[config.mk]
export PLATFORM = sky130hd
export DESIGN_NAME = dot_engine_flat
export DESIGN_NICKNAME = d
export VERILOG_FILES = /design/src/design/wbuf_pkg.sv /design/src/design/sram_bus_if.sv /design/src/design/dot_engine.sv /design/src/flat_wrapper.sv
export VERILOG_INCLUDE_DIRS = /design/src /design/src/design
export SDC_FILE = /design/constraint.sdc
export NUM_CORES = 1
export LEC_CHECK = 0
export BUFFER_PORTS_ARGS = -buffer_cell sky130_fd_sc_hd__buf_2
export CAP_MARGIN = 20
export CORE_MARGIN = 3
export CORE_UTILIZATION = 25
export CTS_CLUSTER_SIZE = 24
export DETAILED_ROUTE_END_ITERATION = 6
export SLEW_MARGIN = 20
export SYNTH_ARGS = -nofsm -noshare
export SYNTH_HDL_FRONTEND = slang
export SYNTH_SLANG_ARGS = --single-unit
[constraint.sdc]
create_clock -name clk -period 13.3 [get_ports clk]
set_input_delay 1.33 -clock clk [delete_from_list [all_inputs] [get_ports clk]]
set_output_delay 1.33 -clock clk [all_outputs]
set_load 0.05 [all_outputs]
[src/design/wbuf_config.svh]
`ifndef WBUF_CONFIG_SVH
`define WBUF_CONFIG_SVH

// ==========================================================================
// Weight buffer sizing
// ==========================================================================

// One weight word carries four signed 8-bit weights.
`define WBUF_DATA_W 32

// Words held by the single-port weight SRAM.
`define WBUF_DEPTH 1024

`define WBUF_ADDR_W 10  // Must cover WBUF_DEPTH.

// Width of the engine's run-length count.
`define WBUF_RUN_W 8

`endif

[src/design/wbuf_pkg.sv]
`include "wbuf_config.svh"

package wbuf_pkg;

  // Arbiter states of the weight buffer.
  typedef enum logic [2:0] {
    IDLE    = 3'h0,
    ENG_RW  = 3'h1,  // Engine owns the SRAM.
    HOST_AR = 3'h2,  // Host read address phase.
    HOST_R  = 3'h3,  // Host read data phase.
    HOST_W  = 3'h4   // Host write session.
  } wbuf_state_t;

  typedef logic signed [7:0] lane_t;

  // A weight word is moved as a raw word and consumed as four signed lanes.
  typedef union packed {
    logic [`WBUF_DATA_W-1:0] raw;
    lane_t [3:0]             lane;
  } weight_word_u;

  // Dot-product accumulator.
  typedef logic signed [31:0] acc_t;

endpackage

[src/design/sram_bus_if.sv]
`timescale 1ns/100ps
`include "wbuf_config.svh"

interface sram_bus_if;

  logic                    cs;
  logic                    oe;
  logic [`WBUF_ADDR_W-1:0] addr;
  logic                    w_req;   // Active high write request.
  logic [`WBUF_DATA_W-1:0] w_data;
  logic [`WBUF_DATA_W-1:0] r_data;

  // Agent side of the bus.
  modport master (
    output cs, oe, addr, w_req, w_data,
    input  r_data
  );

  modport memory (
    input  cs, oe, addr, w_req, w_data,
    output r_data
  );

endinterface

[src/design/dot_engine.sv]
`timescale 1ns/100ps
`include "wbuf_config.svh"

module dot_engine (
  input  logic                    clk,
  input  logic                    rst,
  input  logic                    start_i,
  input  logic [`WBUF_ADDR_W-1:0] base_i,
  input  logic [`WBUF_RUN_W-1:0]  count_i,
  input  wbuf_pkg::weight_word_u  act_i,
  input  logic                    eng_gnt_i,
  output logic                    eng_req_o,
  output logic                    done_o,
  output wbuf_pkg::acc_t          result_o,
  sram_bus_if.master              eng_bus
);

  import wbuf_pkg::*;

  logic                    req_q;
  logic                    rd_pend;   // Read data returns this cycle.
  logic                    done_q;
  logic                    busy;
  logic                    issue;
  logic [`WBUF_ADDR_W-1:0] iss_addr;
  logic [`WBUF_RUN_W-1:0]  iss_left;
  logic [`WBUF_RUN_W-1:0]  ret_left;
  weight_word_u            act_q;
  weight_word_u            rword;
  acc_t                    acc_q;
  acc_t                    dot_sum;

  assign busy  = req_q || rd_pend;
  assign issue = req_q && eng_gnt_i;
  assign rword = eng_bus.r_data;

  // Four signed lane products, widened to the accumulator.
  always_comb begin
    dot_sum = '0;
    for (int i = 0; i < $size(rword.lane); i++) begin
      dot_sum = dot_sum + rword.lane[i] * act_q.lane[i];
    end
  end

  // ==========================================================================
  // Run control
  // ==========================================================================

  always_ff @(posedge clk or posedge rst) begin
    if (rst) begin
      req_q    <= 1'b0;
      rd_pend  <= 1'b0;
      done_q   <= 1'b0;
      iss_left <= '0;
      ret_left <= '0;
      acc_q    <= '0;
    end else begin
      rd_pend <= issue;
      done_q  <= 1'b0;
      if (start_i && !busy) begin
        req_q    <= 1'b1;
        iss_left <= count_i;
        ret_left <= count_i;
        acc_q    <= '0;
      end
      if (issue) begin
        iss_left <= iss_left - 1'b1;
        if (iss_left == 1) req_q <= 1'b0;  // Release after the last read.
      end
      if (rd_pend) begin
        acc_q    <= acc_q + dot_sum;
        ret_left <= ret_left - 1'b1;
        done_q   <= (ret_left == 1);
      end
    end
  end

  always_ff @(posedge clk) begin
    if (start_i && !busy) begin
      iss_addr <= base_i;
      act_q    <= act_i;
    end else if (issue) begin
      iss_addr <= iss_addr + 1'b1;
    end
  end

  // The engine only reads the buffer.
  assign eng_bus.cs     = issue;
  assign eng_bus.oe     = issue;
  assign eng_bus.addr   = iss_addr;
  assign eng_bus.w_req  = 1'b0;
  assign eng_bus.w_data = '0;

  assign eng_req_o = req_q;
  assign done_o    = done_q;
  assign result_o  = acc_q;

endmodule

[src/flat_wrapper.sv]
// flat-port wrapper written by rule: the top's interface ports become plain ports
module dot_engine_flat import wbuf_pkg::*;
  (clk, rst, start_i, base_i, count_i, act_i, eng_gnt_i, eng_req_o, done_o, result_o, eng_bus_cs, eng_bus_oe, eng_bus_addr, eng_bus_w_req, eng_bus_w_data, eng_bus_r_data);
  sram_bus_if eng_bus_i ();
  input  logic clk;
  input  logic rst;
  input  logic start_i;
  input  logic [`WBUF_ADDR_W-1:0] base_i;
  input  logic [`WBUF_RUN_W-1:0] count_i;
  input  wbuf_pkg::weight_word_u act_i;
  input  logic eng_gnt_i;
  output logic eng_req_o;
  output logic done_o;
  output wbuf_pkg::acc_t result_o;
  output wire logic [$bits(eng_bus_i.cs)-1:0] eng_bus_cs;
  output wire logic [$bits(eng_bus_i.oe)-1:0] eng_bus_oe;
  output wire logic [$bits(eng_bus_i.addr)-1:0] eng_bus_addr;
  output wire logic [$bits(eng_bus_i.w_req)-1:0] eng_bus_w_req;
  output wire logic [$bits(eng_bus_i.w_data)-1:0] eng_bus_w_data;
  input wire logic [$bits(eng_bus_i.r_data)-1:0] eng_bus_r_data;
  assign eng_bus_cs = eng_bus_i.cs;
  assign eng_bus_oe = eng_bus_i.oe;
  assign eng_bus_addr = eng_bus_i.addr;
  assign eng_bus_w_req = eng_bus_i.w_req;
  assign eng_bus_w_data = eng_bus_i.w_data;
  assign eng_bus_i.r_data = eng_bus_r_data;
  dot_engine u_core (.clk(clk), .rst(rst), .start_i(start_i), .base_i(base_i), .count_i(count_i), .act_i(act_i), .eng_gnt_i(eng_gnt_i), .eng_req_o(eng_req_o), .done_o(done_o), .result_o(result_o), .eng_bus(eng_bus_i));
endmodule
# After elaboration in Yosys (flattened, before gate mapping)
# Cells that the tools add are included.
# W data, S select, Z words.
totals:
  ff_bits: 93
  input_bits: 86
  output_inout_bits: 79
  elab_cells: 38
op_classes:
  addsub: 7
  n_mul: 4
  eq_ne: 2
  muxes: 11
  n_reduce_logical: 6
op_table:
  columns: ["cell", "count"]
  rows:
  - ["$add A32 B32 Y32", 4]
  - ["$mul A8 B8 Y16", 4]
  - ["$mux W32", 2]
  - ["$mux W8", 3]
  - ["$mux W10", 2]
  - ["$eq A8 B1 Y1 const B", 2]
  - ["$sub A8 B1 Y8 const B", 2]
  - ["$add A10 B1 Y10 const B", 1]
  - ["$mux W1", 4]
  - ["$reduce_bool A2 Y1", 2]
  - ["$logic_and A1 B1 Y1", 2]
  - ["$logic_not A1 Y1", 1]
  - ["$logic_or A1 B1 Y1", 1]

# Logic depth before layout (Yosys ltp)
# Gate-level depths: netlist of run 1.
depth:
  word_depth: 6
  mapped_depth: 32
  mapped_depth_nobuf: 31

# Worst setup path after synthesis of run 1
# No wires, ideal clock.
synth_timing:
  path_type: "input -> register"
  from: "input port eng_bus_r_data[13]"
  to: "register u_core.acc_q[27] (netlist: u_core.result_o[27])"
  setup_ps: 124
  t_arrival_ps: 8680
  required_time_ps: 13176
  setup_slack_ps: 4496
  stages: 29
  path_buffers: 0
  path_cell_list: "and2_1 fa_1 inv_1 fa_1 inv_1 fa_1 inv_1 fa_1 inv_1 ha_1 nor2b_1 o41ai_1 o21ai_1 o41a_1 xnor2_1 fa_1 inv_1 fa_1 inv_1 fa_1 inv_1 ha_1 a21o_1 or3_1 o21ai_1 o21ai_2 a211oi_4 mux2i_1 a211o_1"
synth_between:
  elab_chain_cells: 6
synth_rtl:
  columns: ["element", "line_no", "rtl"]
  rows:
  - ["start: declaration", "flat_wrapper.sv:20", "input wire logic [$bits(eng_bus_i.r_data)-1:0] eng_bus_r_data;"]
  - ["$mul A8 B8 Y16", "dot_engine.sv:41", "dot_sum = dot_sum + rword.lane[i] * act_q.lane[i];"]
  - ["$add A32 B32 Y32 (3 in a row)", "dot_engine.sv:41", null]
  - ["$add A32 B32 Y32", "dot_engine.sv:71", "acc_q <= acc_q + dot_sum;"]
  - ["$mux W32", "dot_engine.sv:70", "if (rd_pend) begin"]
  - ["end signal: assignment", "dot_engine.sv:71", null]
  - ["end: declaration", "dot_engine.sv:30", "acc_t acc_q;"]
# No other way between the ends.
# A chain may end at the register's enable or synchronous reset.

# Worst setup path in the final report of run 1
layout_timing:
  from: "input port eng_bus_r_data[13]"
  to: "register u_core.acc_q[30] (netlist: u_core.result_o[30])"
# Same word-level chain as after synthesis.

==> results of run 1 <==
logic make-up (layout without fill, tap and decap cells):
| group | count (synthesis) | after routing | share of synthesized area |
|---|---|---|---|
| xor+xnor | 98 | 98 | 0.0504 |
| compound gates | 223 | 223 | 0.0862 |
| fa+ha+maj | 437 | 437 | 0.446 |
| buf+inv | 486 | 583 | 0.115 |
| simple gates | 488 | 488 | 0.149 |
| mux | 7 | 7 | 0.00427 |
| other cells | 1 | 33 | 0.000220 |
| flops | 93 | 93 | 0.149 |
layer usage:
layer,up-vias,global-route usage,part of all wire
li1,5904,-,-
met1,5953,0.167,0.46
met2,202,0.201,0.47
met3,18,0.0284,0.051
met4,0,0.0225,0.010
met5,-,0,0
cell usage in the layout, fill, tap and decap left out, drive strengths merged, types with 49 or more instances in the layout:
| master | count |
|---|---|
| buf | 135 |
| fa | 283 |
| inv | 436 |
| xnor2 | 66 |
| ha | 154 |
| and2 | 160 |
| a21oi | 51 |
| nor2 | 49 |
| nand2 | 154 |
| o21ai | 63 |
| dfrtp | 51 |
state kept, by name, indices dropped and copies added, names as in the netlist:
name,count
u_core.act_q,32
u_core.done_o,1
u_core.eng_bus.addr,10
u_core.eng_req_o,1
u_core.iss_left,8
u_core.rd_pend,1
u_core.result_o,32
u_core.ret_left,8
path summary, 6_finish.rpt:
check | end | depth (start not counted)
setup reg to reg | u_core.result_o[30] | 29
max in group asynchronous | u_core.result_o[13] | 3
hold / removal | u_core.result_o[20] | 2
setup / recovery | u_core.result_o[30] | 30
min in group asynchronous | u_core.ret_left[0] | 3
hold reg to reg | u_core.result_o[20] | 2
through the flow:
step	worst slack (ns)	hold WS, ns
2_1_floorplan	4.50	0.451
3_3_place_gp	3.63	0.490
3_5_place_dp	3.51	0.500
4_1_cts	3.92	0.519
5_1_grt	3.32	0.533
6_report	3.79	0.512
worst max-delay path: cells and delay by family:
kind	cells	cell delay (ns)
compound gates	8	2.22
xor+xnor	1	0.42
fa+ha+maj	9	4.05
buf+inv	8	1.09
simple gates	4	0.64
cell type report:
type	count	area share
timing repair buffer	135	0.0363
multi-input combinational	1286	0.669
inverter	432	0.0858
clock buffer	9	0.0119
clock inverter	7	0.00444
sequential	93	0.134
tap	873	0.0578
==> impl_metrics.csv, run 1 <==
group,metric,value,unit
routing,drt_first_iter_violations,544,
synth,ys_seq_area_frac,0.149,
critical_path,required,13.59,ns
place,numPortBuffers,131,
critical_path,end_kind,"register",
critical_path,crit_arrival,9.80,ns
timing,slew_violations,0,
clock_tree,clock_latency,0.40,ns
grt,overflow,0,
routing,post_drt_wl_per_cell,14.6,um
critical_path,crit_type,"input pin to register",
grt,antenna_found_initial,0,
synth,synth-seq-cells,93,
clock_tree,htree_num_levels,3,
routing,ant_nets,0,
floorplan,die-area,0.0712,sq mm
floorplan,core_area,0.0673,sq mm
synth,synth_edf_count,42,
critical_path,critPathSlowestCell,"inv_1",
floorplan,die_w,267,um
finish,seqCellArea,0.00254,sq mm
floorplan,die_y,267,um
timing,tightest_slew,0.944,ns
synth,synth_top_area_frac,0.333,
synth,synth_area_leaders,"fa_1 (33%), ha_1 (11%), inv_1 (9.5%), dfrtp_1 (7.5%), edfxtp_1 (7.4%)",
run,drv_cap,0,
routing,drcViolationCount,0,
synth,synth_warnings,0,
synth,synthCells,1833,
critical_path,path_max_fanout,15,
timing,rsz0062_at_grt,"no",
critical_path,r2r_start,"u_core.act_q[10]",
place,gp_congestion,0.855,
finish,drive_gt1_frac,0.0831,
clock_tree,cts_buffers,9,
timing,timing_hold_violations_final,0,
hold_path,hp-class,"register to register",
grt,grt_pass1_wl,68.2,mm
synth,synth_top_cell_by_area,"fa_1",
clock_tree,clockBufferDepth,2,
finish,fill_cells,7190,
clock_tree,cts_setup_buffers,0,
floorplan,io_pins,165,
critical_path,critPathLaunchType,"input pin",
critical_path,critPathMaxStageDelay,0.59,ns
synth,ys_types,69,
finish,diodes,0,
clock_tree,clk_pin_slew,0.08,ns
clock_tree,holdBufCountCts,0,
place,place_hpwl,34.8,mm
finish,post-route-util,0.281,
grt,grt_usage,0.123,
timing,timing.setup.tns,0,ns
clock_tree,root_buffer,"clkbuf_16",
synth,syn_area,0.0170,sq mm
timing,max_freq,105,MHz
synth,async_flop_share,0.548,
synth,synthFlopType,"dfrtp_1",
timing,clock_skew,0.0143,ns
grt,grt_max_degree,52,
timing,fin_crit_sh,0.715,
finish,multi_input_area,0.0126,sq mm
place,dpl_cell_area,0.0186,sq mm
floorplan,rows,95,
critical_path,rrSetupSlack,4.27,ns
synth,netlist_top_cells_count,"inv_1 (431), fa_1 (283), and2_1 (160)",
routing,vias,12100,
finish,area_growth,11.0,%
finish,finalInstanceArea,0.0189,sq mm
synth,avgSynthCellArea,9.28,sq um
grt,grt_pass1_vias,12400,
synth,yosysMostFrequentCell,"inv_1",
floorplan,start_util,0.253,
clock_tree,cts_tree,"built",
routing,drt-vias-per-instance,4.26,
critical_path,setup.worst_path.start,"eng_bus_r_data[13]",
routing,drt_first_pass_iters,5,
routing,wl,41.5,mm
timing,layout_min_cycle_time,9.51,ns
clock_tree,cts-resized-gates,0,
hold_path,min_from,"u_core.result_o[20]",
clock_tree,cts_num_sinks,93,
timing,relSlewSlack,0.370,
finish,nets,2480,
place,placed_cells,2819,
run_status,outcome,"complete, no violations",
finish,instances_no_fill,2835,
timing,finalSetupViolations,0,
Power of run 1 is left out: the tool's default activity adds up to more than one toggle a clock period on the data nets, which glitch-free logic cannot reach.
==> run 2, diff against run 1 <==
==> constraint.sdc (replaced) <==
create_clock -name clk -period 9.76 [get_ports clk]
set_input_delay 0.976 -clock clk [delete_from_list [all_inputs] [get_ports clk]]
set_output_delay 0.976 -clock clk [all_outputs]
set_load 0.05 [all_outputs]
==> run 2 against run 1 <==
Final area is 0.11% higher. Count of clock-buffer cells in the layout stayed put. Clock skew is 0.0028 ns lower. Cell count is 0.14% higher.
==> impl_metrics.csv, run 2 (synthesis results as in run 1) <==
group,metric,value,unit
finish,mostFrequentLayoutCells,"inv_1 (429), fa_1 (283), and2_1 (160)",
routing,drt_first_pass_iters,5,
critical_path,critPathSlowestCell,"fa_1",
critical_path,path_max_fanout,8,
timing,layout_min_cycle_time,8.84,ns
floorplan,die-area,0.0712,sq mm
floorplan,io_pins,165,
clock_tree,cts_num_sinks,93,
clock_tree,clock_latency,0.40,ns
timing,timing_hold_violations_final,0,
critical_path,r2r_start,"u_core.act_q[10]",
grt,grt.met1_usage,0.164,
floorplan,die_y,267,um
finish,multi_input_area,0.0126,sq mm
routing,wl,41.1,mm
grt,grt_max_degree,52,
timing,fin_crit_sh,0.906,
clock_tree,holdBufCountCts,0,
clock_tree,cts_tree,"built",
timing,relSlewSlack,0.371,
finish,layout_commonest_cell,"inv_1",
grt,met2_usage,0.202,
timing,rsz0062_at_grt,"no",
finish,drive_gt1_frac,0.0845,
routing,ant_nets,0,
hold_path,min_to,"u_core.done_o",
place,gp_congestion,0.818,
clock_tree,clockBufferDepth,2,
clock_tree,cts_buffers,9,
clock_tree,htree_num_levels,3,
run_status,outcome,"complete, no violations",
timing,tightest_slew,0.944,ns
grt,grt_usage,0.122,
clock_tree,cts_setup_buffers,0,
routing,drt-vias-per-instance,4.26,
floorplan,rows,95,
critical_path,crit_type,"input pin to register",
hold_path,holdPathStages,1,
clock_tree,clk_pin_slew,0.09,ns
critical_path,crit_arrival,9.13,ns
timing,timing.setup.tns,0,ns
critical_path,rr_worst_depth,29,
clock_tree,cts-resized-gates,0,
floorplan,core_area,0.0673,sq mm
routing,drt_first_iter_violations,565,
grt,antenna_found_initial,0,
finish,fill_cells,7252,
grt,overflow,0,
timing,finalWorstSetupSlack,0.916,ns
place,place_hpwl,34.8,mm
critical_path,reg2reg_to,"u_core.result_o[30]",
grt,top_usage_layer,"met2",
routing,post_drt_wl_per_cell,14.5,um
floorplan,start_util,0.253,
grt,grt_pass1_vias,12700,
finish,seqCellArea,0.00254,sq mm
timing,slew_violations,0,
routing,drcViolationCount,0,
critical_path,rrSetupSlack,1.07,ns
timing,max_freq,113,MHz
timing,finalSetupViolations,0,
grt,grtUsageMet3,0.0270,
critical_path,critPathLaunchType,"input pin",
floorplan,die_w,267,um
place,place_ws,0.641,ns
place,numPortBuffers,131,
finish,area_growth,11.2,%
critical_path,end_kind,"register",
grt,grt_pass1_wl,68.1,mm
clock_tree,root_buffer,"clkbuf_16",
timing,clock_skew,0.0116,ns
hold_path,min_from,"u_core.ret_left[7]",
routing,vias,12100,
finish,nets,2483,
hold_path,hp-class,"register to register",
critical_path,required,10.04,ns
critical_path,critPathMaxStageDelay,0.53,ns
run,drv_cap,0,
-- run 2: how the worst max path moves through the flow --
stage | start | end | depth (start not counted)
6_report | eng_bus_r_data[13] | u_core.result_o[30] | 30
5_1_grt | eng_bus_r_data[13] | u_core.result_o[30] | 30
4_1_cts | eng_bus_r_data[13] | u_core.result_o[30] | 30
3_5_place_dp | eng_bus_r_data[13] | u_core.result_o[30] | 30
3_3_place_gp | eng_bus_r_data[13] | u_core.result_o[30] | 30
2_1_floorplan | eng_bus_r_data[13] | u_core.result_o[27] | 29
-- run 2: final cells by class --
class	count	area share
antenna	1	0.000132
clock buffer	9	0.0119
clock inverter	7	0.00417
inverter	432	0.0857
multi-input combinational	1286	0.669
sequential	93	0.134
tap	873	0.0578
timing repair buffer	138	0.0374
-- run 2: through the flow --
step                instances  cell area (sq um)  utilization  hold slack, ns
global route             2838              18900        0.281           0.538
global placement         2822              18600        0.277           0.490
finish                   2839              18900        0.281           0.500
detailed placement       2822              18600        0.277           0.484
CTS                      2838              18900        0.281           0.505
floorplan                1865              17100            -           0.451
-- run 2: worst max-delay path: cells and delay by family --
| kind | cells | cell delay [ns] |
|---|---|---|
| AOI/OAI and AO/OA | 8 | 2.24 |
| xor gates and xnor gates | 1 | 0.45 |
| adders and majority gates | 9 | 4.00 |
| buffers and inverters | 8 | 0.82 |
| and+or+nand+nor | 4 | 0.62 |
-- run 2: per-layer routing --
metal	wire length, um	vias to the layer above	share of wire
met5	0	-	0
met4	676	0	0.016
met3	1900	30	0.046
met2	19600	163	0.48
met1	18900	5986	0.46
li1	-	5922	-
Power of run 2 is left out for the same reason.
