`config.mk`:
```
export PLATFORM = sky130hd
export DESIGN_NAME = weight_buffer_flat
export DESIGN_NICKNAME = d
export VERILOG_FILES = /design/src/design/wbuf_pkg.sv /design/src/design/sram_bus_if.sv /design/src/design/weight_buffer.sv /design/src/flat_wrapper.sv
export VERILOG_INCLUDE_DIRS = /design/src /design/src/design
export SDC_FILE = /design/constraint.sdc
export NUM_CORES = 1
export LEC_CHECK = 0
export BUFFER_PORTS_ARGS = -buffer_cell sky130_fd_sc_hd__buf_2
export CAP_MARGIN = 15
export CORE_AREA = 2 2 91 93
export DETAILED_ROUTE_END_ITERATION = 8
export DIE_AREA = 0 0 93 95
export SLEW_MARGIN = 20
export SYNTH_ARGS = -nofsm -noshare
export SYNTH_HDL_FRONTEND = slang
export SYNTH_SLANG_ARGS = --single-unit
```
`constraint.sdc`:
```
create_clock -name clk -period 2.3 [get_ports clk]
set_input_delay 0.46 -clock clk [delete_from_list [all_inputs] [get_ports clk]]
set_output_delay 0.46 -clock clk [all_outputs]
set_load 0.05 [all_outputs]
```
`src/design/wbuf_config.svh`:
```
`ifndef WBUF_CONFIG_SVH
`define WBUF_CONFIG_SVH

// ==========================================================================
// Weight buffer sizing
// ==========================================================================

// One weight word carries four signed 8-bit weights.
`define WBUF_DATA_W 32

// Words held by the single-port weight SRAM.
`define WBUF_DEPTH 1024

`define WBUF_ADDR_W 10  // Must cover WBUF_DEPTH.

// Width of the engine's run-length count.
`define WBUF_RUN_W 8

`endif

```
`src/design/wbuf_pkg.sv`:
```
`include "wbuf_config.svh"

package wbuf_pkg;

  // Arbiter states of the weight buffer.
  typedef enum logic [2:0] {
    IDLE    = 3'h0,
    ENG_RW  = 3'h1,  // Engine owns the SRAM.
    HOST_AR = 3'h2,  // Host read address phase.
    HOST_R  = 3'h3,  // Host read data phase.
    HOST_W  = 3'h4   // Host write session.
  } wbuf_state_t;

  typedef logic signed [7:0] lane_t;

  // A weight word is moved as a raw word and consumed as four signed lanes.
  typedef union packed {
    logic [`WBUF_DATA_W-1:0] raw;
    lane_t [3:0]             lane;
  } weight_word_u;

  // Dot-product accumulator.
  typedef logic signed [31:0] acc_t;

endpackage

```
`src/design/sram_bus_if.sv`:
```
`timescale 1ns/100ps
`include "wbuf_config.svh"

interface sram_bus_if;

  logic                    cs;
  logic                    oe;
  logic [`WBUF_ADDR_W-1:0] addr;
  logic                    w_req;   // Active high write request.
  logic [`WBUF_DATA_W-1:0] w_data;
  logic [`WBUF_DATA_W-1:0] r_data;

  // Agent side of the bus.
  modport master (
    output cs, oe, addr, w_req, w_data,
    input  r_data
  );

  modport memory (
    input  cs, oe, addr, w_req, w_data,
    output r_data
  );

endinterface

```
`src/design/weight_buffer.sv`:
```
`timescale 1ns/100ps

module weight_buffer (
  input  logic        clk,
  input  logic        rst,
  input  logic        host_req_i,
  input  logic        host_rd_i,
  input  logic        eng_req_i,
  output logic        host_gnt_o,
  output logic        eng_gnt_o,
  sram_bus_if.memory  host_bus,
  sram_bus_if.memory  eng_bus,
  sram_bus_if.master  mem_bus
);

  import wbuf_pkg::*;

  wbuf_state_t state_q;
  wbuf_state_t state_d;
  logic        host_rd_phase;

  // ==========================================================================
  // Arbiter FSM
  // ==========================================================================

  always_ff @(posedge clk or posedge rst) begin
    if (rst) state_q <= IDLE;
    else     state_q <= state_d;
  end

  always_comb begin
    state_d = state_q;
    case (state_q)
      IDLE: begin
        // The engine has priority over the host.
        if (eng_req_i)                             state_d = ENG_RW;
        else if (host_req_i && host_bus.w_req)     state_d = HOST_W;
        else if (host_req_i && host_rd_i)          state_d = HOST_AR;
      end
      HOST_AR: state_d = HOST_R;
      HOST_R:  state_d = IDLE;
      HOST_W:  if (!host_req_i) state_d = IDLE;
      ENG_RW:  if (!eng_req_i) state_d = IDLE;
      default: state_d = IDLE;
    endcase
  end

  assign host_rd_phase = (state_q == HOST_AR) || (state_q == HOST_R);

  // In IDLE the host port is open so that the first write of a session lands
  // in the same cycle as its strobe.
  assign eng_gnt_o  = (state_q == ENG_RW);
  assign host_gnt_o = host_rd_phase || (state_q == HOST_W) ||
                      ((state_q == IDLE) && host_req_i && !eng_req_i);

  // ==========================================================================
  // Port mux
  // ==========================================================================

  always_comb begin
    mem_bus.cs      = 1'b0;
    mem_bus.oe      = 1'b0;
    mem_bus.addr    = '0;
    mem_bus.w_req   = 1'b0;
    mem_bus.w_data  = '0;
    host_bus.r_data = '0;
    eng_bus.r_data  = '0;
    if (eng_gnt_o) begin
      mem_bus.cs     = eng_bus.cs;
      mem_bus.oe     = eng_bus.oe;
      mem_bus.addr   = eng_bus.addr;
      mem_bus.w_req  = eng_bus.w_req;
      mem_bus.w_data = eng_bus.w_data;
      eng_bus.r_data = mem_bus.r_data;
    end else if (host_gnt_o) begin
      mem_bus.cs      = host_bus.cs;
      mem_bus.oe      = host_bus.oe;
      mem_bus.addr    = host_bus.addr;
      mem_bus.w_req   = host_bus.w_req && !host_rd_phase;  // No writes while reading.
      mem_bus.w_data  = host_bus.w_data;
      host_bus.r_data = mem_bus.r_data;
    end
  end

endmodule

```
`src/flat_wrapper.sv`:
```
// flat-port wrapper written by rule: the top's interface ports become plain ports
module weight_buffer_flat import wbuf_pkg::*;
  (clk, rst, host_req_i, host_rd_i, eng_req_i, host_gnt_o, eng_gnt_o, host_bus_cs, host_bus_oe, host_bus_addr, host_bus_w_req, host_bus_w_data, host_bus_r_data, eng_bus_cs, eng_bus_oe, eng_bus_addr, eng_bus_w_req, eng_bus_w_data, eng_bus_r_data, mem_bus_cs, mem_bus_oe, mem_bus_addr, mem_bus_w_req, mem_bus_w_data, mem_bus_r_data);
  sram_bus_if host_bus_i ();
  sram_bus_if eng_bus_i ();
  sram_bus_if mem_bus_i ();
  input  logic clk;
  input  logic rst;
  input  logic host_req_i;
  input  logic host_rd_i;
  input  logic eng_req_i;
  output logic host_gnt_o;
  output logic eng_gnt_o;
  input wire logic [$bits(host_bus_i.cs)-1:0] host_bus_cs;
  input wire logic [$bits(host_bus_i.oe)-1:0] host_bus_oe;
  input wire logic [$bits(host_bus_i.addr)-1:0] host_bus_addr;
  input wire logic [$bits(host_bus_i.w_req)-1:0] host_bus_w_req;
  input wire logic [$bits(host_bus_i.w_data)-1:0] host_bus_w_data;
  output wire logic [$bits(host_bus_i.r_data)-1:0] host_bus_r_data;
  input wire logic [$bits(eng_bus_i.cs)-1:0] eng_bus_cs;
  input wire logic [$bits(eng_bus_i.oe)-1:0] eng_bus_oe;
  input wire logic [$bits(eng_bus_i.addr)-1:0] eng_bus_addr;
  input wire logic [$bits(eng_bus_i.w_req)-1:0] eng_bus_w_req;
  input wire logic [$bits(eng_bus_i.w_data)-1:0] eng_bus_w_data;
  output wire logic [$bits(eng_bus_i.r_data)-1:0] eng_bus_r_data;
  output wire logic [$bits(mem_bus_i.cs)-1:0] mem_bus_cs;
  output wire logic [$bits(mem_bus_i.oe)-1:0] mem_bus_oe;
  output wire logic [$bits(mem_bus_i.addr)-1:0] mem_bus_addr;
  output wire logic [$bits(mem_bus_i.w_req)-1:0] mem_bus_w_req;
  output wire logic [$bits(mem_bus_i.w_data)-1:0] mem_bus_w_data;
  input wire logic [$bits(mem_bus_i.r_data)-1:0] mem_bus_r_data;
  assign host_bus_i.cs = host_bus_cs;
  assign host_bus_i.oe = host_bus_oe;
  assign host_bus_i.addr = host_bus_addr;
  assign host_bus_i.w_req = host_bus_w_req;
  assign host_bus_i.w_data = host_bus_w_data;
  assign host_bus_r_data = host_bus_i.r_data;
  assign eng_bus_i.cs = eng_bus_cs;
  assign eng_bus_i.oe = eng_bus_oe;
  assign eng_bus_i.addr = eng_bus_addr;
  assign eng_bus_i.w_req = eng_bus_w_req;
  assign eng_bus_i.w_data = eng_bus_w_data;
  assign eng_bus_r_data = eng_bus_i.r_data;
  assign mem_bus_cs = mem_bus_i.cs;
  assign mem_bus_oe = mem_bus_i.oe;
  assign mem_bus_addr = mem_bus_i.addr;
  assign mem_bus_w_req = mem_bus_i.w_req;
  assign mem_bus_w_data = mem_bus_i.w_data;
  assign mem_bus_i.r_data = mem_bus_r_data;
  weight_buffer u_core (.clk(clk), .rst(rst), .host_req_i(host_req_i), .host_rd_i(host_rd_i), .eng_req_i(eng_req_i), .host_gnt_o(host_gnt_o), .eng_gnt_o(eng_gnt_o), .host_bus(host_bus_i), .eng_bus(eng_bus_i), .mem_bus(mem_bus_i));
endmodule
```
**Word-level counts from Yosys, hierarchy flattened**

Index checks and enable logic that the tools add are counted.

- Input bits: 127
- Register bits after elaboration: 3

- Equal/unequal tests: 7
- Reductions and logical operators: 12
- Mux-type cells: 19

Operators with widths:

| cell | count |
|---|---|
| $mux 32 | 5 |
| $mux 10 | 2 |
| $mux 3 | 5 |
| $pmux 3 s4 | 1 |
| $eq 3x2->1 const B | 2 |
| $mux 1 | 6 |
| $logic_and 1x1->1 | 5 |
| $ne 2x2->1 const B | 2 |
| $ne 4x2->1 const B | 1 |
| $eq 3x1->1 const B | 1 |
| $eq 3x3->1 const B | 1 |
| $logic_not 3->1 | 1 |
| $logic_or 1x1->1 | 3 |
| $reduce_and 3->1 | 1 |
| $logic_not 1->1 | 2 |

**Depth between registers and ports, before layout**

Gate-level depths: netlist (run 1).

- Depth in word-level cells: 6
- Mapped depth: 6

**Worst setup path before layout (run 1)**

OpenSTA, ideal clock, no wires.

- Path kind: reg2out
- Start: reg u_core.state_q[1]
- End: out eng_bus_r_data[10]
- Required time: 1.840 ns
- Path slack: -0.055 ns
- Arrival time: 1.895 ns
- Cell stages (with the launch flop): 5
- Cell sequence: dfrtp_1 buf_2 nor3_2 clkbuf_1 and2_1

- Cells in the longest elaborated chain, start to end: 2

RTL lines:

| what | RTL line | RTL |
|---|---|---|
| start, declared | weight_buffer.sv:18 | `wbuf_state_t state_q;` |
| start signal, assigned | weight_buffer.sv:28 | `else state_q <= state_d;` |
| $eq 3x1->1 | weight_buffer.sv:52 | `assign eng_gnt_o = (state_q == ENG_RW);` |
| net eng_gnt_o | flat_wrapper.sv:13 | `output logic eng_gnt_o;` |
| $mux 32 | weight_buffer.sv:68 | `if (eng_gnt_o) begin` |
| end, declared | flat_wrapper.sv:25 | `output wire logic [$bits(eng_bus_i.r_data)-1:0] eng_bus_r_data;` |

The timed path passes the listed nets, and every way through them passes these cells.

**Final worst setup path (run 1)**

- Start: reg u_core.state_q[1]
- End: out mem_bus_w_data[21]

- Cells in the longest elaborated chain, start to end: 6
- Elaborated cells between the ends (all ways): 12
- Classes of those cells: 4 x eq/ne; 2 x mux; 6 x reduce/logical

RTL lines:

| what | RTL line | RTL |
|---|---|---|
| $eq 3x2->1 / $logic_not 3->1 (equally long branches) | weight_buffer.sv:48, weight_buffer.sv:54 |  |
| $logic_or 1x1->1 / $logic_and 1x1->1 (equally long branches) | weight_buffer.sv:48, weight_buffer.sv:54 |  |
| $logic_or 1x1->1 / $logic_and 1x1->1 (equally long branches) | weight_buffer.sv:53, weight_buffer.sv:54 |  |
| $logic_or 1x1->1 | weight_buffer.sv:53 | `assign host_gnt_o = host_rd_phase \|\| (state_q == HOST_W) \|\|` |
| $mux 32 | weight_buffer.sv:75 | `end else if (host_gnt_o) begin` |
| $mux 32 * | weight_buffer.sv:68 |  |
| end, declared | flat_wrapper.sv:30 | `output wire logic [$bits(mem_bus_i.w_data)-1:0] mem_bus_w_data;` |

Every way passes the cells marked *; elsewhere a longest branch is shown, timed or not.

==> results of run 1 <==
synthesized netlist by cell type:
cell type  count  area [um^2]
dfrtp_1        3         75.1
mux2i_1        1         10.0
clkbuf_1       7         26.3
a21oi_1        1         5.00
nand2_1        1         3.75
mux2_4         1         15.0
nor3_1         1         5.00
buf_6          4         45.0
a32o_1         1         10.0
a21oi_4        1         16.3
inv_1          4         15.0
nand2b_1       2         12.5
clkbuf_2       2         10.0
and2_1        64          400
a22o_1        44          385
nor2_1         4         15.0
a41oi_1        1         8.76
nor3_2         1         10.0
buf_2          4         20.0
power by group through the flow:
stage | combinational [uW] | sequential (uW) | clock [uW]
4_1_cts | 1230 | 59.2 | 156
5_1_grt | 1280 | 59.6 | 165
3_3_place_gp | 1220 | 59.6 | 0
2_1_floorplan | 901 | 59.4 | 0
6_report | 1230 | 59.2 | 151
3_5_place_dp | 1230 | 59.7 | 0
area by class of cell:
cell class	count	area, um^2
flip-flops and latches	3	75.1
fillers	858	5460
well taps	105	131
clock buffers	4	45.0
inverters	4	15.0
multi-input cells	123	903
repair buffers	243	1300
metrics by stage:
step / worst slack, ns / area [um^2] / util / power [uW] / cells
final: 0.0822 / 2470 / 0.311 / 1440 / 482
after global routing: 0.0214 / 2470 / 0.311 / 1500 / 482
after CTS: 0.0689 / 2470 / 0.311 / 1450 / 482
after detailed placement: 0.204 / 2420 / 0.305 / 1290 / 478
after global placement: 0.220 / 2420 / 0.305 / 1280 / 478
after floorplan: 0.0873 / 1090 / - / 961 / 147
logic make-up (layout without fill, tap and decap cells):
group	Yosys count	count (layout)	share of synthesized area
simple gates	73	73	0.410
buf+inv	21	251	0.107
compound gates	48	48	0.391
flops	3	3	0.0690
mux	2	2	0.0230
metal layers:
layer,global-route usage,wire length (um),part of all wire
met5,0,0,0
met4,0.0245,15,0.0025
met3,0.0255,546,0.093
met2,0.188,3120,0.53
met1,0.130,2210,0.38
path summary, 6_finish.rpt:
kind / slack, ns / endpoint
worst min register to register: 0.50 / u_core.state_q[1]$_DFFE_PP0P_
worst max-delay path: 0.08 / mem_bus_w_data[21]
min in group clk: 0.49 / u_core.state_q[2]$_DFFE_PP0P_
max in group asynchronous: 2.07 / u_core.state_q[1]$_DFFE_PP0P_
worst max register to register: 1.37 / u_core.state_q[2]$_DFFE_PP0P_
worst min-delay path: 0.10 / u_core.state_q[2]$_DFFE_PP0P_
==> results.txt, run 1 <==
- Outcome: finished, final reports clean
- 238 I/O pins were placed.
- Logic gate share of total power: 0.854
- Post-Syn Instances: 147
- Data required, critical path: 1.84 ns
* First-pass GRT wire length: 7620 um
- The analysis attributes to net switching a power of 912 uW.
- Of the total power, the share spent switching nets is 0.635.
- Root buf cell: clkbuf_8
- Post-synth cell types: 19
- The max-slew violation count was 0.
- Total gr overflow: 0
* Initial DRT Pass Iterations: 4
- Power share of the sequential group: 0.041
- Layout cell share with drive strength beyond 1: 0.660
- At the worst endpoint, the arrival time is 1.76 ns.
- The initial utilization of the core area, before any placement, comes to 0.137.
- At the end of the flow, the number of nets in the layout was 505.
- Counting both buffers and inverters, the worst setup path holds a total of 2.
- TritonCTS built the clock tree.
* Most flops, register: u_core.state_q
* Overall die area: 0.00884 mm^2
* Number of buffers between clock root and the deepest sink: 2
- Largest clock skew in the final design: 0.00231 ns
- The via count of the first global-routing pass was 1601.
* Setup repair after global routing missed its margin: no
- Via density per instance: 4.03
- Antenna cells: 0
* Hold buffer count at CTS: 0
- Commonest cells after routing, fill and taps aside: buf_2, and2_1, a22o_1, buf_12
* Growth of design area from synthesis to finish: 127%
- Final Setup Violations: 0
- Post-CTS Setup Bufs: 0
* Largest delay share family, worst path: buffers and inverters
- The register with the most flip-flops in the layout has 3 of them.
* Row cnt: 33
- Final Hold Slack: 0.100 ns
- STA classifies the critical path startpoint as a register.
* Number of CTS-inserted buffers: 3
- Number of levels the H-tree was split into: 1
* Total Routed Length: 5890 um
* Remaining design rule violation count: 0
* Core area: 0.00793 mm^2
* CP endpoint kind: output pin
* Max incr delay on CP: 0.38 ns
- Of the total power, the clock network draws 0.105.
- The worst path in the final design needs a cycle of 2.22 ns, including I/O delays and setup.
* Number of max-cap violations: 0
- The analysis attributes to cell leakage a power of 0.00155 uW.
- Power Internal: 525 uW
- Largest voltage drop on the vdd net: 0.000275 V
- Mean cell area of the mapped netlist: 7.41 um^2
* Category of the most critical setup path: reg2out
* Syn Std Cell Area: 0.00109 mm^2
- When the netlist entered floorplanning its net count stood at 274.
- The critical path crosses 5 cells after its start point.
* Number of flip-flops and latches in the synthesized netlist: 3
* Number of sinks handled by clock tree synthesis: 3
* Die Span X: 93 um
* CP Launch Point: u_core.state_q[1]$_DFFE_PP0P_
* Achievable frequency: 451 MHz
- Most frequent standard cell in the layout excluding fill and tap cells: buf_2
- In this run the worst path has a maximum fanout of 37.
- Maximum number of pins on one net before global-route repair: 42
* Routed length per placed instance: 12.2 um
- Cell Chain, Critical Path: mux2_4 > a21oi_4 > buf_12 > a22o_1 > buf_2
- Hold crit path type: in2async
- After routing, the total negative slack on setup checks comes to 0 ns.
* Yosys synthesis warning count: 0
- Slew Limit Headroom: 0.828
- Number of cells upsized or downsized after cts: 0
- The detail route stage leaves a number of antenna-violating nets equal to 0.
* Clock latency reported for the late side of the worst-skew pair: 0.21 ns
- After legalization and detailed placement, the total HPWL measured 5000 um.
- Largest registers: u_core.state_q (3)
- The worst register-to-register path has a depth of 4.
- Across every metal layer, demand over resource in global routing totals 0.106.
- The startpoint identified for the worst register-to-register timing path is u_core.state_q[1]$_DFFE_PP0P_.
- Count of vias placed by the detailed router: 1942
- For this design the ratio of total power to cell area is 582 mW/mm^2.
- The detailed router finished its first iteration with 49 violations.
- Port buffering added 237 buffers.
- Clock Pin Slew Worst Setup and Hold Paths: 0.03 ns
- Post-synthesis sequential area ratio: 0.0690
- Master of the slowest instance on the critical path: dfrtp_1
* Die Span Y: 95 um
- In the finished design, the share of the clock period the worst path needs comes to 0.964.
- Antenna violations before repair: 0
- The final hold violation count came to 0.
* Placer's final routability congestion estimate: 0.804
- For the pin with the worst max-slew slack, the measured transition is 0.258 ns.
Power figures use the tool's default switching activity.
==> inputs of run 2 (changes only) <==
- RECOVER_POWER: not set -> 50
==> run 2 against run 1 <==
Compared with the run above: hold slack did not move; wire length barely moved; fmax rose by 0.15%; non-clock buffer count did not move; sequential share of layout area did not move; clock power barely moved; combinational power barely moved; cell area did not move; flip-flop and latch count did not move; total power barely moved; via count fell by 0.62%; highest routed layer unchanged.
==> results.txt, run 2 (synthesis results as in run 1) <==
- The final hold violation count came to 0.
- From left edge to right edge, the die measures 93 um.
* Power density cells: 582 mW/mm^2
- Power share of the sequential group: 0.041
- For this run, design rule violations remaining after detail routing come to 0.
- The tightest min-delay check is of the in2async type.
* Final Setup Violations: 0
- Growth of design area from synthesis to finish: 127%
- The total overflow left after global routing is 0.
* Antenna violations before repair: 0
* Number of levels the H-tree was split into: 1
- First-pass GRT wire length: 7620 um
* Hold buffer count at CTS: 0
- The number of antenna diodes in the final layout is 0.
- Headroom to the max-slew limit came out at 0.805.
* Placer's final routability congestion estimate: 0.804
- Entering global routing, the biggest net connects 42 pins.
* Clock Pin Slew Worst Setup and Hold Paths: 0.03 ns
* Worst slew pin tran: 0.293 ns
- The register with the most flip-flops in the layout has 3 of them.
* Total of fill cells in the finished design: 858
- Post-CTS Setup Bufs: 0
- Number of port buffers: 237
* Most flops, register: u_core.state_q
* Category of the most critical setup path: reg2out
- The worst register-to-register path begins at u_core.state_q[1]$_DFFE_PP0P_.
* Number of design-rule violations left by the first detailed-router iteration: 52
* Clk network pwr share: 0.105
- HPWL after DPL: 5000 um
- STA classifies the critical path endpoint as an output pin.
* Row cnt: 33
- The via count of the first global-routing pass came to 1601.
* Largest clock skew in the final design: 0.00231 ns
- For this run, the post-layout net count is 505.
* Number of sinks handled by clock tree synthesis: 3
- Of the cells placed in the final design, the portion with a size suffix greater than 1 is 0.660.
* Root buf cell: clkbuf_8
- Setup repair after global routing missed its margin: no
* Reg-to-reg endpoint: u_core.state_q[2]$_DFFE_PP0P_
* Count of vias placed by the detailed router: 1930
- Data required, critical path: 1.84 ns
- Logic gate share of total power: 0.854
* Sum of negative setup slack: 0 ns
- The core region is 0.00793 mm^2.
- The library cell used most frequently in the layout, excluding fill and tap cells, is buf_2.
- Number of cells upsized or downsized after cts: 0
* Number of CTS-inserted buffers: 3
- All-layer global routing usage: 0.106
* Total Routed Length: 5890 um
- Commonest cells after routing, fill and taps aside: buf_2, and2_1, clkbuf_2, a22o_1, buf_12
* Number of buffers between clock root and the deepest sink: 2
- Of the total power, the share spent switching nets is 0.636.
- Clock latency reported for the late side of the worst-skew pair: 0.21 ns
* CP Launch Point: u_core.state_q[1]$_DFFE_PP0P_
- Post-detailed-route count of antenna-violating nets: 0
* Area of placed instances: 0.00242 mm^2
- Number of cells traversed by the worst register-to-register path: 4
* Via density per instance: 4.00
* Final Max Tran Viols: 0
- Summed over all nets, the switching power comes to 914 uW.
- The worst-case IR drop observed on VDD is 0.000274 V.
* Post-Layout Inst Area: 0.00247 mm^2
- Placement Setup Slack: 0.204 ns
- Final Hold Slack: 0.100 ns
- Final Core Density: 0.311
- The die covers 0.00884 mm^2.
- The worst path meets setup with 0.0856 ns of slack.
- The internal portion of the total power is 523 uW.
- Largest registers: u_core.state_q (3)
- The first detailed-routing pass took 4 iterations.
- Final clock period utilization by the worst path: 0.963
* TritonCTS clock tree: built
- Count of boundary I/O pins: 238
- Die Span Y: 95 um
- Maximum fanout count along the critical path: 37
- Timing would allow up to 452 MHz.
* Static power due to leakage: 0.00152 uW
- The tool flagged a number of max-cap violations equal to 0.
- Outcome: finished, final reports clean
* Period minus WS final: 2.21 ns
- Dividing the detail-routed wire length by the instance count gives 12.2 um.
- For this configuration, the core starts out at a cell density of 0.137.
- Type of element launching the critical path: register
- Worst-case register-to-register setup slack: 1.37 ns
- Data arrives at the worst endpoint at 1.75 ns.
==> run 2: cell count changes in the layout (fill, tap and decap cells not counted) <==
| cell | delta |
|---|---|
| buf_2 | -51 |
| clkbuf_2 | +51 |
==> run 2: worst max-delay path, cell delays in order (launching register included) <==
cell and delay [ns]:
dfrtp_1 0.38, mux2_4 0.32, a21oi_4 0.18, buf_12 0.21, a22o_1 0.17, buf_2 0.26
==> run 2: stage by stage <==
step           power, uW  cells
3_3_place_gp        1280    478
3_5_place_dp        1290    478
6_report            1440    482
2_1_floorplan        961    147
5_1_grt             1510    482
4_1_cts             1450    482
==> run 2: worst max-delay path by stage <==
stage,endpoint,cells past startpoint
floorplan,host_bus_r_data[22],5
global placement,mem_bus_w_data[21],6
detailed placement,mem_bus_w_data[21],6
finish,mem_bus_w_data[21],5
global route,mem_bus_w_data[21],5
CTS,mem_bus_w_data[21],5
==> run 2: area by class of cell <==
type / count / area, um^2 / area share
timing repair buffer: 243 / 1300 / 0.526
tap: 105 / 131 / 0.0533
inverter: 4 / 15.0 / 0.00609
multi-input combinational: 123 / 903 / 0.366
sequential: 3 / 75.1 / 0.0304
clock buffer: 4 / 45.0 / 0.0183
==> run 2: per-layer routing <==
layer  GRT usage  wire length (um)  up-vias
met5           0                 0        -
met4      0.0245                15        0
met3      0.0255               545        2
met2       0.188              3100       93
met1       0.130              2220      856
li1            -                 -      979
==> run 2: power by group through the flow <==
stage                     combinational, uW  clock [uW]  sequential (uW)
after floorplan                         901           0             59.4
after global placement                 1220           0             59.6
after detailed placement               1230           0             59.7
after CTS                              1230         156             59.2
after global routing                   1280         165             59.6
final                                  1230         151             59.2
